## src/hw/msg_loopback_pkg.sv

```systemverilog
package msg_loopback_pkg;

  typedef enum logic [7:0] {
    OP_ECHO  = 8'd1,  // return operand
    OP_ADD   = 8'd2,  // accumulate operand
    OP_CLEAR = 8'd3,  // zero accumulator, silent
    OP_COUNT = 8'd4   // return accepted word count
  } opcode_e;

  // host command word as written into the command fifo
  typedef struct packed {
    logic [7:0]  opcode;   // raw byte, may hold unknown codes
    logic [23:0] operand;
  } host_word_t;

  // response word as read back by the host
  typedef struct packed {
    logic [7:0]  seq;
    logic [23:0] value;
  } resp_word_t;

  // decoded command handed from decode to execute
  typedef struct packed {
    logic [7:0]  opcode;
    logic [23:0] operand;
    logic [7:0]  seq;
  } cmd_t;

  localparam int CMD_DEPTH = 8;  // command fifo entries
  localparam int RSP_DEPTH = 8;  // response fifo entries

  localparam logic [23:0] ERR_VALUE = 24'hff_ffff;  // unknown opcode reply

endpackage

```

## src/hw/msg_handshake_if.sv

```systemverilog
`timescale 1ns/1ps

// four-phase req/ack link, decode to execute
interface cmd_if;
  import msg_loopback_pkg::*;

  logic req;
  logic ack;
  cmd_t cmd;  // held while req is high

  modport producer (output req, output cmd, input ack);
  modport consumer (input req, input cmd, output ack);

endinterface

// four-phase req/ack link, execute to result
interface rsp_if;

  logic        req;
  logic        ack;
  logic [7:0]  seq;
  logic [23:0] value;

  modport producer (output req, output seq, output value, input ack);
  modport consumer (input req, input seq, input value, output ack);

endinterface

```

## src/hw/msg_decode.sv

```systemverilog
`timescale 1ns/1ps

module msg_decode (
  input  logic                         reset,       // clock
  input  logic                         bus_clk,     // async reset, active high
  input  logic                         fifo_empty,
  input  msg_loopback_pkg::host_word_t fifo_item,
  output logic                         fifo_pop,
  cmd_if.producer                      cmd
);
  import msg_loopback_pkg::*;

  typedef enum logic [1:0] {
    S_IDLE,     // waiting for a command word
    S_HOLD,     // req high, waiting for ack
    S_RELEASE   // req dropped, waiting for ack low
  } state_t;

  state_t     state;
  logic [7:0] seq_cnt;  // next sequence number
  logic       req_q;
  cmd_t       cmd_q;

  // pop in the same cycle the word is seen
  assign fifo_pop = (state == S_IDLE) && !fifo_empty;
  assign cmd.req  = req_q;
  assign cmd.cmd  = cmd_q;

  always_ff @(posedge reset) begin
    if (fifo_pop) begin
      cmd_q.opcode  <= fifo_item.opcode;
      cmd_q.operand <= fifo_item.operand;
      cmd_q.seq     <= seq_cnt;
    end
  end

  always_ff @(posedge reset or posedge bus_clk) begin
    if (bus_clk) begin
      state   <= S_IDLE;
      seq_cnt <= '0;
      req_q   <= 1'b0;
    end else begin
      case (state)
        S_IDLE: begin
          if (!fifo_empty) begin
            req_q   <= 1'b1;
            seq_cnt <= seq_cnt + 8'd1;  // wraps at 256
            state   <= S_HOLD;
          end
        end
        S_HOLD: begin
          if (cmd.ack) begin
            req_q <= 1'b0;
            state <= S_RELEASE;
          end
        end
        S_RELEASE: begin
          if (!cmd.ack) begin
            state <= S_IDLE;  // handshake closed
          end
        end
        default: state <= S_IDLE;
      endcase
    end
  end

  // execute samples cmd over several cycles before it acks
  a_cmd_stable: assert property (
    @(posedge reset) disable iff (bus_clk)
    (cmd.req && !cmd.ack) |=> $stable(cmd.cmd)
  ) else $error("msg_decode: cmd changed while req pending");

endmodule

```

## src/hw/msg_execute.sv

```systemverilog
`timescale 1ns/1ps

module msg_execute (
  input  logic       reset,      // clock
  input  logic       bus_clk,    // async reset, active high
  cmd_if.consumer    cmd,
  rsp_if.producer    rsp,
  output logic [3:0] msg_count,
  output logic [3:0] err_count
);
  import msg_loopback_pkg::*;

  typedef enum logic [1:0] {
    S_IDLE,   // waiting for cmd req
    S_RSP,    // rsp req high, waiting for result
    S_DONE    // cmd ack high, closing both links
  } state_t;

  state_t      state;
  logic [23:0] acc;
  logic [23:0] msg_cnt;      // accepted words
  logic [23:0] err_cnt;      // unknown opcodes
  logic        cmd_ack_q;
  logic        rsp_req_q;
  logic [7:0]  rsp_seq_q;
  logic [23:0] rsp_value_q;
  logic [23:0] value_d;      // reply for the pending command
  logic        known;

  assign cmd.ack   = cmd_ack_q;
  assign rsp.req   = rsp_req_q;
  assign rsp.seq   = rsp_seq_q;
  assign rsp.value = rsp_value_q;
  assign msg_count = msg_cnt[3:0];
  assign err_count = err_cnt[3:0];

  always_comb begin
    value_d = cmd.cmd.operand;
    known   = 1'b1;
    case (cmd.cmd.opcode)
      OP_ECHO:  value_d = cmd.cmd.operand;
      OP_ADD:   value_d = acc + cmd.cmd.operand;  // mod 2^24
      OP_COUNT: value_d = msg_cnt + 24'd1;        // includes this word
      OP_CLEAR: value_d = '0;                      // no reply sent
      default: begin
        value_d = ERR_VALUE;
        known   = 1'b0;
      end
    endcase
  end

  always_ff @(posedge reset) begin
    if (state == S_IDLE && cmd.req) begin
      rsp_seq_q   <= cmd.cmd.seq;
      rsp_value_q <= value_d;
    end
  end

  always_ff @(posedge reset or posedge bus_clk) begin
    if (bus_clk) begin
      state     <= S_IDLE;
      acc       <= '0;
      msg_cnt   <= '0;
      err_cnt   <= '0;
      cmd_ack_q <= 1'b0;
      rsp_req_q <= 1'b0;
    end else begin
      case (state)
        S_IDLE: begin
          if (cmd.req && cmd.cmd.opcode == OP_CLEAR) begin
            acc       <= '0;
            msg_cnt   <= msg_cnt + 24'd1;
            cmd_ack_q <= 1'b1;
            state     <= S_DONE;
          end else if (cmd.req) begin
            rsp_req_q <= 1'b1;  // payload latched this edge
            state     <= S_RSP;
          end
        end
        S_RSP: begin
          if (rsp.ack) begin
            rsp_req_q <= 1'b0;
            cmd_ack_q <= 1'b1;  // counts move with ack
            msg_cnt   <= msg_cnt + 24'd1;
            if (!known) err_cnt <= err_cnt + 24'd1;
            if (cmd.cmd.opcode == OP_ADD) acc <= rsp_value_q;
            state     <= S_DONE;
          end
        end
        S_DONE: begin
          if (!cmd.req && !rsp.ack) begin
            cmd_ack_q <= 1'b0;
            state     <= S_IDLE;
          end
        end
        default: state <= S_IDLE;
      endcase
    end
  end

  // result must have closed the previous handshake
  a_rsp_req_rise: assert property (
    @(posedge reset) disable iff (bus_clk) $rose(rsp.req) |-> !rsp.ack
  ) else $error("msg_execute: rsp req rose with ack high");

endmodule

```

## src/hw/msg_fifo.sv

```systemverilog
`timescale 1ns/1ps

module msg_fifo #(
  parameter type item_t = logic [31:0],
  parameter int  depth  = 8
) (
  input  logic  reset,      // clock
  input  logic  bus_clk,    // async reset, active high
  input  logic  push,
  input  item_t push_item,
  output logic  full,
  input  logic  pop,
  output item_t pop_item,   // show-ahead, valid while !empty
  output logic  empty
);

  item_t                      mem [depth];
  logic [$clog2(depth)-1:0]   wr_ptr;
  logic [$clog2(depth)-1:0]   rd_ptr;
  logic [$clog2(depth+1)-1:0] count;  // occupancy
  logic                       do_push;
  logic                       do_pop;

  assign do_push  = push && !full;  // writes while full are dropped
  assign do_pop   = pop && !empty;
  assign full     = (count == depth);
  assign empty    = (count == 0);
  assign pop_item = mem[rd_ptr];

  always_ff @(posedge reset) begin
    if (do_push) begin
      mem[wr_ptr] <= push_item;
    end
  end

  always_ff @(posedge reset or posedge bus_clk) begin
    if (bus_clk) begin
      wr_ptr <= '0;
      rd_ptr <= '0;
      count  <= '0;
    end else begin
      if (do_push) begin
        wr_ptr <= (wr_ptr == depth - 1) ? '0 : wr_ptr + 1'b1;  // wrap at depth
      end
      if (do_pop) begin
        rd_ptr <= (rd_ptr == depth - 1) ? '0 : rd_ptr + 1'b1;
      end
      case ({do_push, do_pop})
        2'b10:   count <= count + 1'b1;
        2'b01:   count <= count - 1'b1;
        default: count <= count;  // both or neither
      endcase
    end
  end

  // the surrounding logic must respect the flags
  a_no_push_full: assert property (
    @(posedge reset) disable iff (bus_clk) !(push && full)
  ) else $error("msg_fifo: push while full");

  a_no_pop_empty: assert property (
    @(posedge reset) disable iff (bus_clk) !(pop && empty)
  ) else $error("msg_fifo: pop while empty");

endmodule

```

## src/hw/msg_loopback_top.sv

```systemverilog
`timescale 1ns/1ps

module msg_loopback_top (
  input  logic        reset,        // clock
  input  logic        bus_clk,      // async reset, active high
  input  logic [31:0] write_data,
  input  logic        write_en,
  output logic        write_full,
  output logic [31:0] read_data,
  input  logic        read_en,
  output logic        read_empty,
  output logic [7:0]  led
);
  import msg_loopback_pkg::*;

  host_word_t cmd_item;
  logic       cmd_empty;
  logic       cmd_pop;
  resp_word_t rsp_item;
  logic       rsp_push;
  logic       rsp_full;
  logic [3:0] msg_count;
  logic [3:0] err_count;

  cmd_if cmd_if0 ();
  rsp_if rsp_if0 ();

  assign led = {msg_count, err_count};  // messages high, errors low

  msg_fifo #(
    .item_t (host_word_t),
    .depth  (CMD_DEPTH)
  ) cmd_fifo0 (
    .reset     (reset),
    .bus_clk   (bus_clk),
    .push      (write_en),
    .push_item (write_data),
    .full      (write_full),
    .pop       (cmd_pop),
    .pop_item  (cmd_item),
    .empty     (cmd_empty)
  );

  msg_decode decode0 (
    .reset      (reset),
    .bus_clk    (bus_clk),
    .fifo_empty (cmd_empty),
    .fifo_item  (cmd_item),
    .fifo_pop   (cmd_pop),
    .cmd        (cmd_if0.producer)
  );

  msg_execute execute0 (
    .reset     (reset),
    .bus_clk   (bus_clk),
    .cmd       (cmd_if0.consumer),
    .rsp       (rsp_if0.producer),
    .msg_count (msg_count),
    .err_count (err_count)
  );

  msg_result result0 (
    .reset     (reset),
    .bus_clk   (bus_clk),
    .rsp       (rsp_if0.consumer),
    .fifo_full (rsp_full),
    .fifo_push (rsp_push),
    .fifo_item (rsp_item)
  );

  msg_fifo #(
    .item_t (resp_word_t),
    .depth  (RSP_DEPTH)
  ) rsp_fifo0 (
    .reset     (reset),
    .bus_clk   (bus_clk),
    .push      (rsp_push),
    .push_item (rsp_item),
    .full      (rsp_full),
    .pop       (read_en),
    .pop_item  (read_data),
    .empty     (read_empty)
  );

endmodule

```

## src/hw/msg_result.sv

```systemverilog
`timescale 1ns/1ps

module msg_result (
  input  logic                         reset,       // clock
  input  logic                         bus_clk,     // async reset, active high
  rsp_if.consumer                      rsp,
  input  logic                         fifo_full,
  output logic                         fifo_push,
  output msg_loopback_pkg::resp_word_t fifo_item
);

  logic ack_q;  // high from push until req drops

  assign rsp.ack = ack_q;

  // one push per item, stalled by a full fifo
  assign fifo_push       = rsp.req && !ack_q && !fifo_full;
  assign fifo_item.seq   = rsp.seq;
  assign fifo_item.value = rsp.value;

  always_ff @(posedge reset or posedge bus_clk) begin
    if (bus_clk) begin
      ack_q <= 1'b0;
    end else if (fifo_push) begin
      ack_q <= 1'b1;
    end else if (ack_q && !rsp.req) begin
      ack_q <= 1'b0;  // four-phase close
    end
  end

  // every ack stands for an item that really entered the fifo
  a_ack_after_push: assert property (
    @(posedge reset) disable iff (bus_clk)
    $rose(rsp.ack) |-> $past(fifo_push && !fifo_full)
  ) else $error("msg_result: ack without a push into free space");

  // a response stalled by a full fifo must stay offered
  a_req_held: assert property (
    @(posedge reset) disable iff (bus_clk)
    (rsp.req && !rsp.ack) |=> rsp.req
  ) else $error("msg_result: req dropped before ack");

endmodule

```

## config.mk

```make
export PLATFORM = sky130hd
export DESIGN_NAME = msg_loopback_top
export DESIGN_NICKNAME = d
export VERILOG_FILES = /design/src/hw/msg_loopback_pkg.sv /design/src/hw/msg_handshake_if.sv /design/src/hw/msg_decode.sv /design/src/hw/msg_execute.sv /design/src/hw/msg_fifo.sv /design/src/hw/msg_loopback_top.sv /design/src/hw/msg_result.sv
export SDC_FILE = /design/constraint.sdc
export NUM_CORES = 1
export LEC_CHECK = 0
export BUFFER_PORTS_ARGS = -buffer_cell sky130_fd_sc_hd__buf_2
export CAP_MARGIN = 20
export CELL_PAD_IN_SITES_DETAIL_PLACEMENT = 0
export CELL_PAD_IN_SITES_GLOBAL_PLACEMENT = 1
export CORE_MARGIN = 2
export CORE_UTILIZATION = 60
export CTS_BUF_LIST = sky130_fd_sc_hd__clkbuf_2 sky130_fd_sc_hd__clkbuf_4 sky130_fd_sc_hd__clkbuf_8
export DETAILED_ROUTE_END_ITERATION = 7
export PLACE_DENSITY = 0.92
export SLEW_MARGIN = 25
export SYNTH_ARGS = -nofsm -noshare
export SYNTH_HDL_FRONTEND = slang
export SYNTH_SLANG_ARGS = --single-unit
```

## constraint.sdc

```tcl
create_clock -name reset -period 9.2 [get_ports reset]
set_clock_uncertainty 0.1 [all_clocks]
set_input_delay 0.46 -clock reset [delete_from_list [all_inputs] [get_ports reset]]
set_output_delay 0.46 -clock reset [all_outputs]
set_load 0.05 [all_outputs]
```

Yosys cells after proc, flatten, opt, wreduce, memory -nomap -nowiden. Memories as Yosys holds them, arrays and structs flattened. A register that Yosys moved wholly into a read port is not among the register bits. Index checks and enable logic that the tools add are counted.

Multiplexer cells: 41. Eq/ne operators: 28. Add/sub/neg operators: 12. Reductions and logical operators: 38. Bitwise gates (word level): 2.

Operator list (number): $mux W24 (5); $pmux W24 S2 (2); $pmux W24 S4 (1); $add A24 B1 Y24 const B (2); $add A24 B24 Y24 (1); $eq A8 B2 Y1 const B (2); $pmux W4 S2 (2); $mux W1 (15); $reduce_and A3 Y1 (5); $mux W2 (7); $add A3 B1 Y3 const B (4); $eq A3 B3 Y1 const B (4); $mux W3 (4); $pmux W2 S3 (2); $reduce_and A4 Y1 (3); $logic_and A1 B1 Y1 (11); $ne A2 B2 Y1 const B (5); $reduce_bool A2 Y1 (5); $add A4 B1 Y4 const B (2); $add A8 B1 Y8 const B (1); $eq A2 B1 Y1 const B (4); $eq A2 B2 Y1 const B (4); $eq A4 B4 Y1 const B (2); $eq A8 B1 Y1 const B (1); 13 further kinds (27).

Memory bits (writable): 512. Bits of input ports: 36. Output and inout port bits: 42. Register bits: 148. Word-level logic and storage cells: 142. Memories: 2.

Memory list: cmd_fifo0.mem (words 8, bits a word 32, rd ports 1, clocked after Yosys merged registers in 1, wr ports 1, RTL line msg_fifo.sv:17) `item_t mem [depth];`; rsp_fifo0.mem (words 8, bits a word 32, rd ports 1, clocked after Yosys merged registers in 0, wr ports 1, RTL line msg_fifo.sv:17).

Longest topological paths before layout.
Word-level depth: 6. Depth in mapped cells: 10. Gate-level depth less buffers: 10.

Modules after synthesis. From an unflattened synthesis, not the netlist that was laid out.

Cells, all modules: 1554. Area, all modules: 27915.5 µm².

By module, submodules not included: msg_fifo at cmd_fifo0 (area each 10296.1 µm², seq. area each 7937.6 µm², times used 1, cells an instance 440); msg_fifo at rsp_fifo0 (area each 10292.4 µm², seq. area each 7937.6 µm², times used 1, cells an instance 438); msg_execute (area each 5357.6 µm², seq. area each 2362.3 µm², times used 1, cells an instance 560); msg_decode (area each 1676.6 µm², seq. area each 1476.4 µm², times used 1, cells an instance 79); msg_result (area each 292.8 µm², seq. area each 25.0 µm², times used 1, cells an instance 37).

Least setup slack after synthesis. No wires, ideal clock.

Path kind: register to register. Start point: register rsp_fifo0.count[0]. End point: memory rsp_fifo0.mem[0][0] (netlist name), enable pin. Buffers on the path: 0. Data required time: 8.598 ns. Clock period less this slack: 4.521 ns. Arrival: 3.919 ns. Cell stages (with the launch flop): 5. Path slack: 4.679 ns. Library setup time: 0.502 ns. Path through: dfrtp_1 > nor3_1 > nand2_1 > nand3_1 > nor4_1.

Word-level cells in the longest chain between the ends: 6.

RTL lines: start: declaration (RTL line msg_fifo.sv:20) `logic [$clog2(depth+1)-1:0] count;`; start signal: assignment (RTL line msg_fifo.sv:49) `2'b10: count <= count + 1'b1;`; start signal: assignment (RTL line msg_fifo.sv:50) `2'b01: count <= count - 1'b1;`; start signal: assignment (RTL line msg_fifo.sv:51) `default: count <= count;`; $eq A4 B4 Y1 (*) (RTL line msg_fifo.sv:26) `assign full = (count == depth);`; $logic_not A1 Y1 (*) (RTL line msg_fifo.sv:24, msg_result.sv:17); $logic_and A1 B1 Y1 (RTL line msg_result.sv:17) `assign fifo_push = rsp.req && !ack_q && !fifo_full;`; $logic_and A1 B1 Y1 (*) (RTL line msg_fifo.sv:24) `assign do_push = push && !full;`; $mux W1 (*) (RTL line msg_fifo.sv:31) `if (do_push) begin`; $mux W1 (not written as such) (*) (RTL line msg_fifo.sv:32) `mem[wr_ptr] <= push_item;`; end: declaration (RTL line msg_fifo.sv:17).

Every way passes the cells marked *; elsewhere a longest branch is shown, timed or not.

Worst setup path in the final report.
Start point: register rsp_fifo0.rd_ptr[0]. End point: output port read_data[15].

Word-level cells in the longest chain between the ends: 1.

RTL lines: start: declaration (RTL line msg_fifo.sv:19) `logic [$clog2(depth)-1:0] rd_ptr;`; start signal: assignment (RTL line msg_fifo.sv:46) `rd_ptr <= (rd_ptr == depth - 1) ? '0 : rd_ptr + 1'b1;`; $mem_v2 Z8 W32; end: declaration (RTL line msg_loopback_top.sv:9) `output logic [31:0] read_data,`.

No other way between the ends.

==> impl_metrics.env <==
export IMPL_async_flop_share=0.131
export IMPL_synthTopCellsByCount="584 x edfxtp_1, 128 x mux4_2, 107 x nand2_1, 88 x dfrtp_1, 73 x mux2_2"
export IMPL_irDropWorstVdd_v=0.000199
export IMPL_cts_resized=0
export IMPL_fin_crit_sh=0.391
export IMPL_fin_nets=1806
export IMPL_fp_dieArea_sq_um=47900
export IMPL_post_synth_cell_area_avg_sq_um=17.7
export IMPL_tns_ns=0
export IMPL_track_usage=0.233
export IMPL_p_total_mw=9.95
export IMPL_wl_microns=53500
export IMPL_worstMarginPinSlew_ns=0.959
export IMPL_placed_area_sq_um=28800
export IMPL_clk_pin_slew_ns=0.06
export IMPL_cts_root_buf="clkbuf_8"
export IMPL_endpoint_kind="output pin"
export IMPL_synth_edf_count=584
export IMPL_outcome="complete, no violations"
export IMPL_path_max_fanout=54
export IMPL_antenna_found_initial=3
export IMPL_yosysMostFrequentCell="edfxtp_1"
export IMPL_gp_congestion=0.866
export IMPL_synth_largest_area_cell="edfxtp_1"
export IMPL_port_buffers=77
export IMPL_ff2ff_path_depth=7
export IMPL_cts_max_level=3
export IMPL_routed_via_density=6.02
export IMPL_clock_latency_ns=0.68
export IMPL_initial_core_util=0.608
export IMPL_fmax_mhz=278
export IMPL_layout_setup_ws_ns=5.60
export IMPL_cp_required_ns=8.64
export IMPL_area_delta_synth_final_pct=13.0
export IMPL_setup_viol_count_final=0
export IMPL_drtAntennaViolNets=0
export IMPL_dp_cells=2192
export IMPL_final_max_slew_viol_count=0
export IMPL_cts_sink_count=672
export IMPL_synth_top_area_frac=0.634
export IMPL_drc=0
export IMPL_first_pass_iters=5
export IMPL_fin_util=0.687
export IMPL_cp_arrival_ns=3.04
export IMPL_synth_area_top_cells="edfxtp_1 63%, mux4_2 10%, dfrtp_1 8.0%"
export IMPL_yosysWarnings=0
export IMPL_leakagePower_nw=10.6
export IMPL_pin_count=78
export IMPL_numCtsBuffers=100
export IMPL_synth_cell_types=64
export IMPL_cts_tree="done"
export IMPL_syn_num_nets=1642
export IMPL_drt_initial_drc_count=1230
export IMPL_rsz0062_at_grt="no"
export IMPL_ys_seq_elements=672
export IMPL_drive_gt1_frac=0.285
export IMPL_hold_ws_ns=0.114
export IMPL_crit_path_start_kind="flip-flop"
export IMPL_yosysSeqAreaShare=0.713
export IMPL_place_ws_ns=5.98
export IMPL_critical_path_class="reg2out"
export IMPL_grt_pass1_wl_microns=84000
export IMPL_power_density_nw_per_um2=318
export IMPL_hold_viol_final=0
export IMPL_cts_max_path_buffers=3
export IMPL_die_y_microns=219
export IMPL_maxCapViolCount=0
export IMPL_whs_path_depth=4
export IMPL_synthesis_area_sq_um=27700
export IMPL_post_drt_wl_per_cell_microns=22.2
export IMPL_stdcell_area_sq_um=31300
export IMPL_relSlewSlack=0.361
export IMPL_layout_min_cycle_time_ns=3.60
export IMPL_grt_max_degree=71
export IMPL_overflow=0
export IMPL_fp_dieW_microns=219
export IMPL_ys_flop_type="edfxtp_1"
export IMPL_holdCritPathClass="in2reg"
export IMPL_syn_inst=1563
export IMPL_vias=14500
export IMPL_core_area_sq_um=45500
export IMPL_fin_cells=2413
export IMPL_hpwl_microns=32200
export IMPL_grt_pass1_vias=14900
export IMPL_row_count=78
## flip-flops by register name (all words and copies together) (netlist names), 2 cells and up
signal,cells
cmd_fifo0.count,4
cmd_fifo0.mem,256
cmd_fifo0.rd_ptr,3
cmd_fifo0.wr_ptr,3
decode0.cmd.cmd,40
decode0.seq_cnt,8
decode0.state,2
execute0.acc,24
execute0.err_cnt,4
execute0.msg_cnt,24
execute0.rsp.seq,8
execute0.rsp.value,24
execute0.state,2
rsp_fifo0.count,4
rsp_fifo0.mem,256
rsp_fifo0.rd_ptr,3
rsp_fifo0.wr_ptr,3
## report_power, final
group / internal (mW) / switching [mW] / leakage (nW)
clock: 1.38 / 1.09 / 1.13
combinational: 1.25 / 1.84 / 3.24
sequential: 4.00 / 0.384 / 6.22
## cell families (layout without fill, tap and decap cells)
group | after synthesis | in the layout | synth area share
buffers and inverters | 99 | 347 | 0.0144
muxes | 205 | 205 | 0.135
adders and majority gates | 43 | 43 | 0.0203
and+or+nand+nor | 277 | 277 | 0.0482
other | 0 | 2 | 0
xor gates and xnor gates | 75 | 75 | 0.0237
AOI/OAI and AO/OA | 192 | 192 | 0.0447
DFF | 672 | 672 | 0.713
## layer usage
metal  share of wire  global-route usage
met1            0.41               0.310
met2            0.51               0.395
met3           0.058              0.0454
met4           0.020              0.0673
met5         0.00024                   0
## cell type report
class / instances / area, sq um
diodes: 2 / 5.00
clock buffers: 143 / 1760
clock inverters: 43 / 344
fillers: 2901 / 14200
inverters: 24 / 92.6
multi-input cells: 792 / 7630
flip-flops and latches: 672 / 19700
well taps: 600 / 751
repair buffers: 137 / 922
## worst paths after layout
check                                           startpoint                               end  slack (ns)
max                        rsp_fifo0.rd_ptr[0]$_DFFE_PP0P_                     read_data[15]        5.60
min                                                read_en   rsp_fifo0.rd_ptr[2]$_DFFE_PP0P_        0.11
max reg2reg                  decode0.cmd.cmd[15]$_DFFE_PP_  execute0.rsp.value[18]$_DFFE_PP_        6.26
min reg2reg                   decode0.cmd.cmd[1]$_DFFE_PP_     execute0.rsp.seq[1]$_DFFE_PP_        0.34
max in group asynchronous                          bus_clk   cmd_fifo0.rd_ptr[0]$_DFFE_PP0P_        7.53
min in group asynchronous                          bus_clk      execute0.cmd.ack$_DFFE_PP0P_        0.17
## cell usage in the layout (no fill, tap or decap), drive strengths merged, types with 40 or more instances in the layout
cell / synthesis / routed
clkbuf: 50 / 143
dfrtp: 88 / 88
ha: 40 / 40
nand2: 108 / 108
mux2: 73 / 73
o21ai: 63 / 63
buf: 25 / 104
mux4: 128 / 128
edfxtp: 584 / 584
nor2: 44 / 44
xnor2: 41 / 41
## worst max-delay path, cell delays in order (launching register included)
cell and delay, ns:
dfrtp_4 0.58, buf_6 0.58, mux4_2 0.60, mux2_2 0.30
buf_2 0.22
## what timing repair did
| item | in CTS | in global routing |
|---|---|---|
| buffers inserted | 0 | 0 |
| hold buffers | 33 | 0 |
| hold endpoints to repair | 274 | 0 |
No activity file was read; power rests on OpenSTA's default activity.
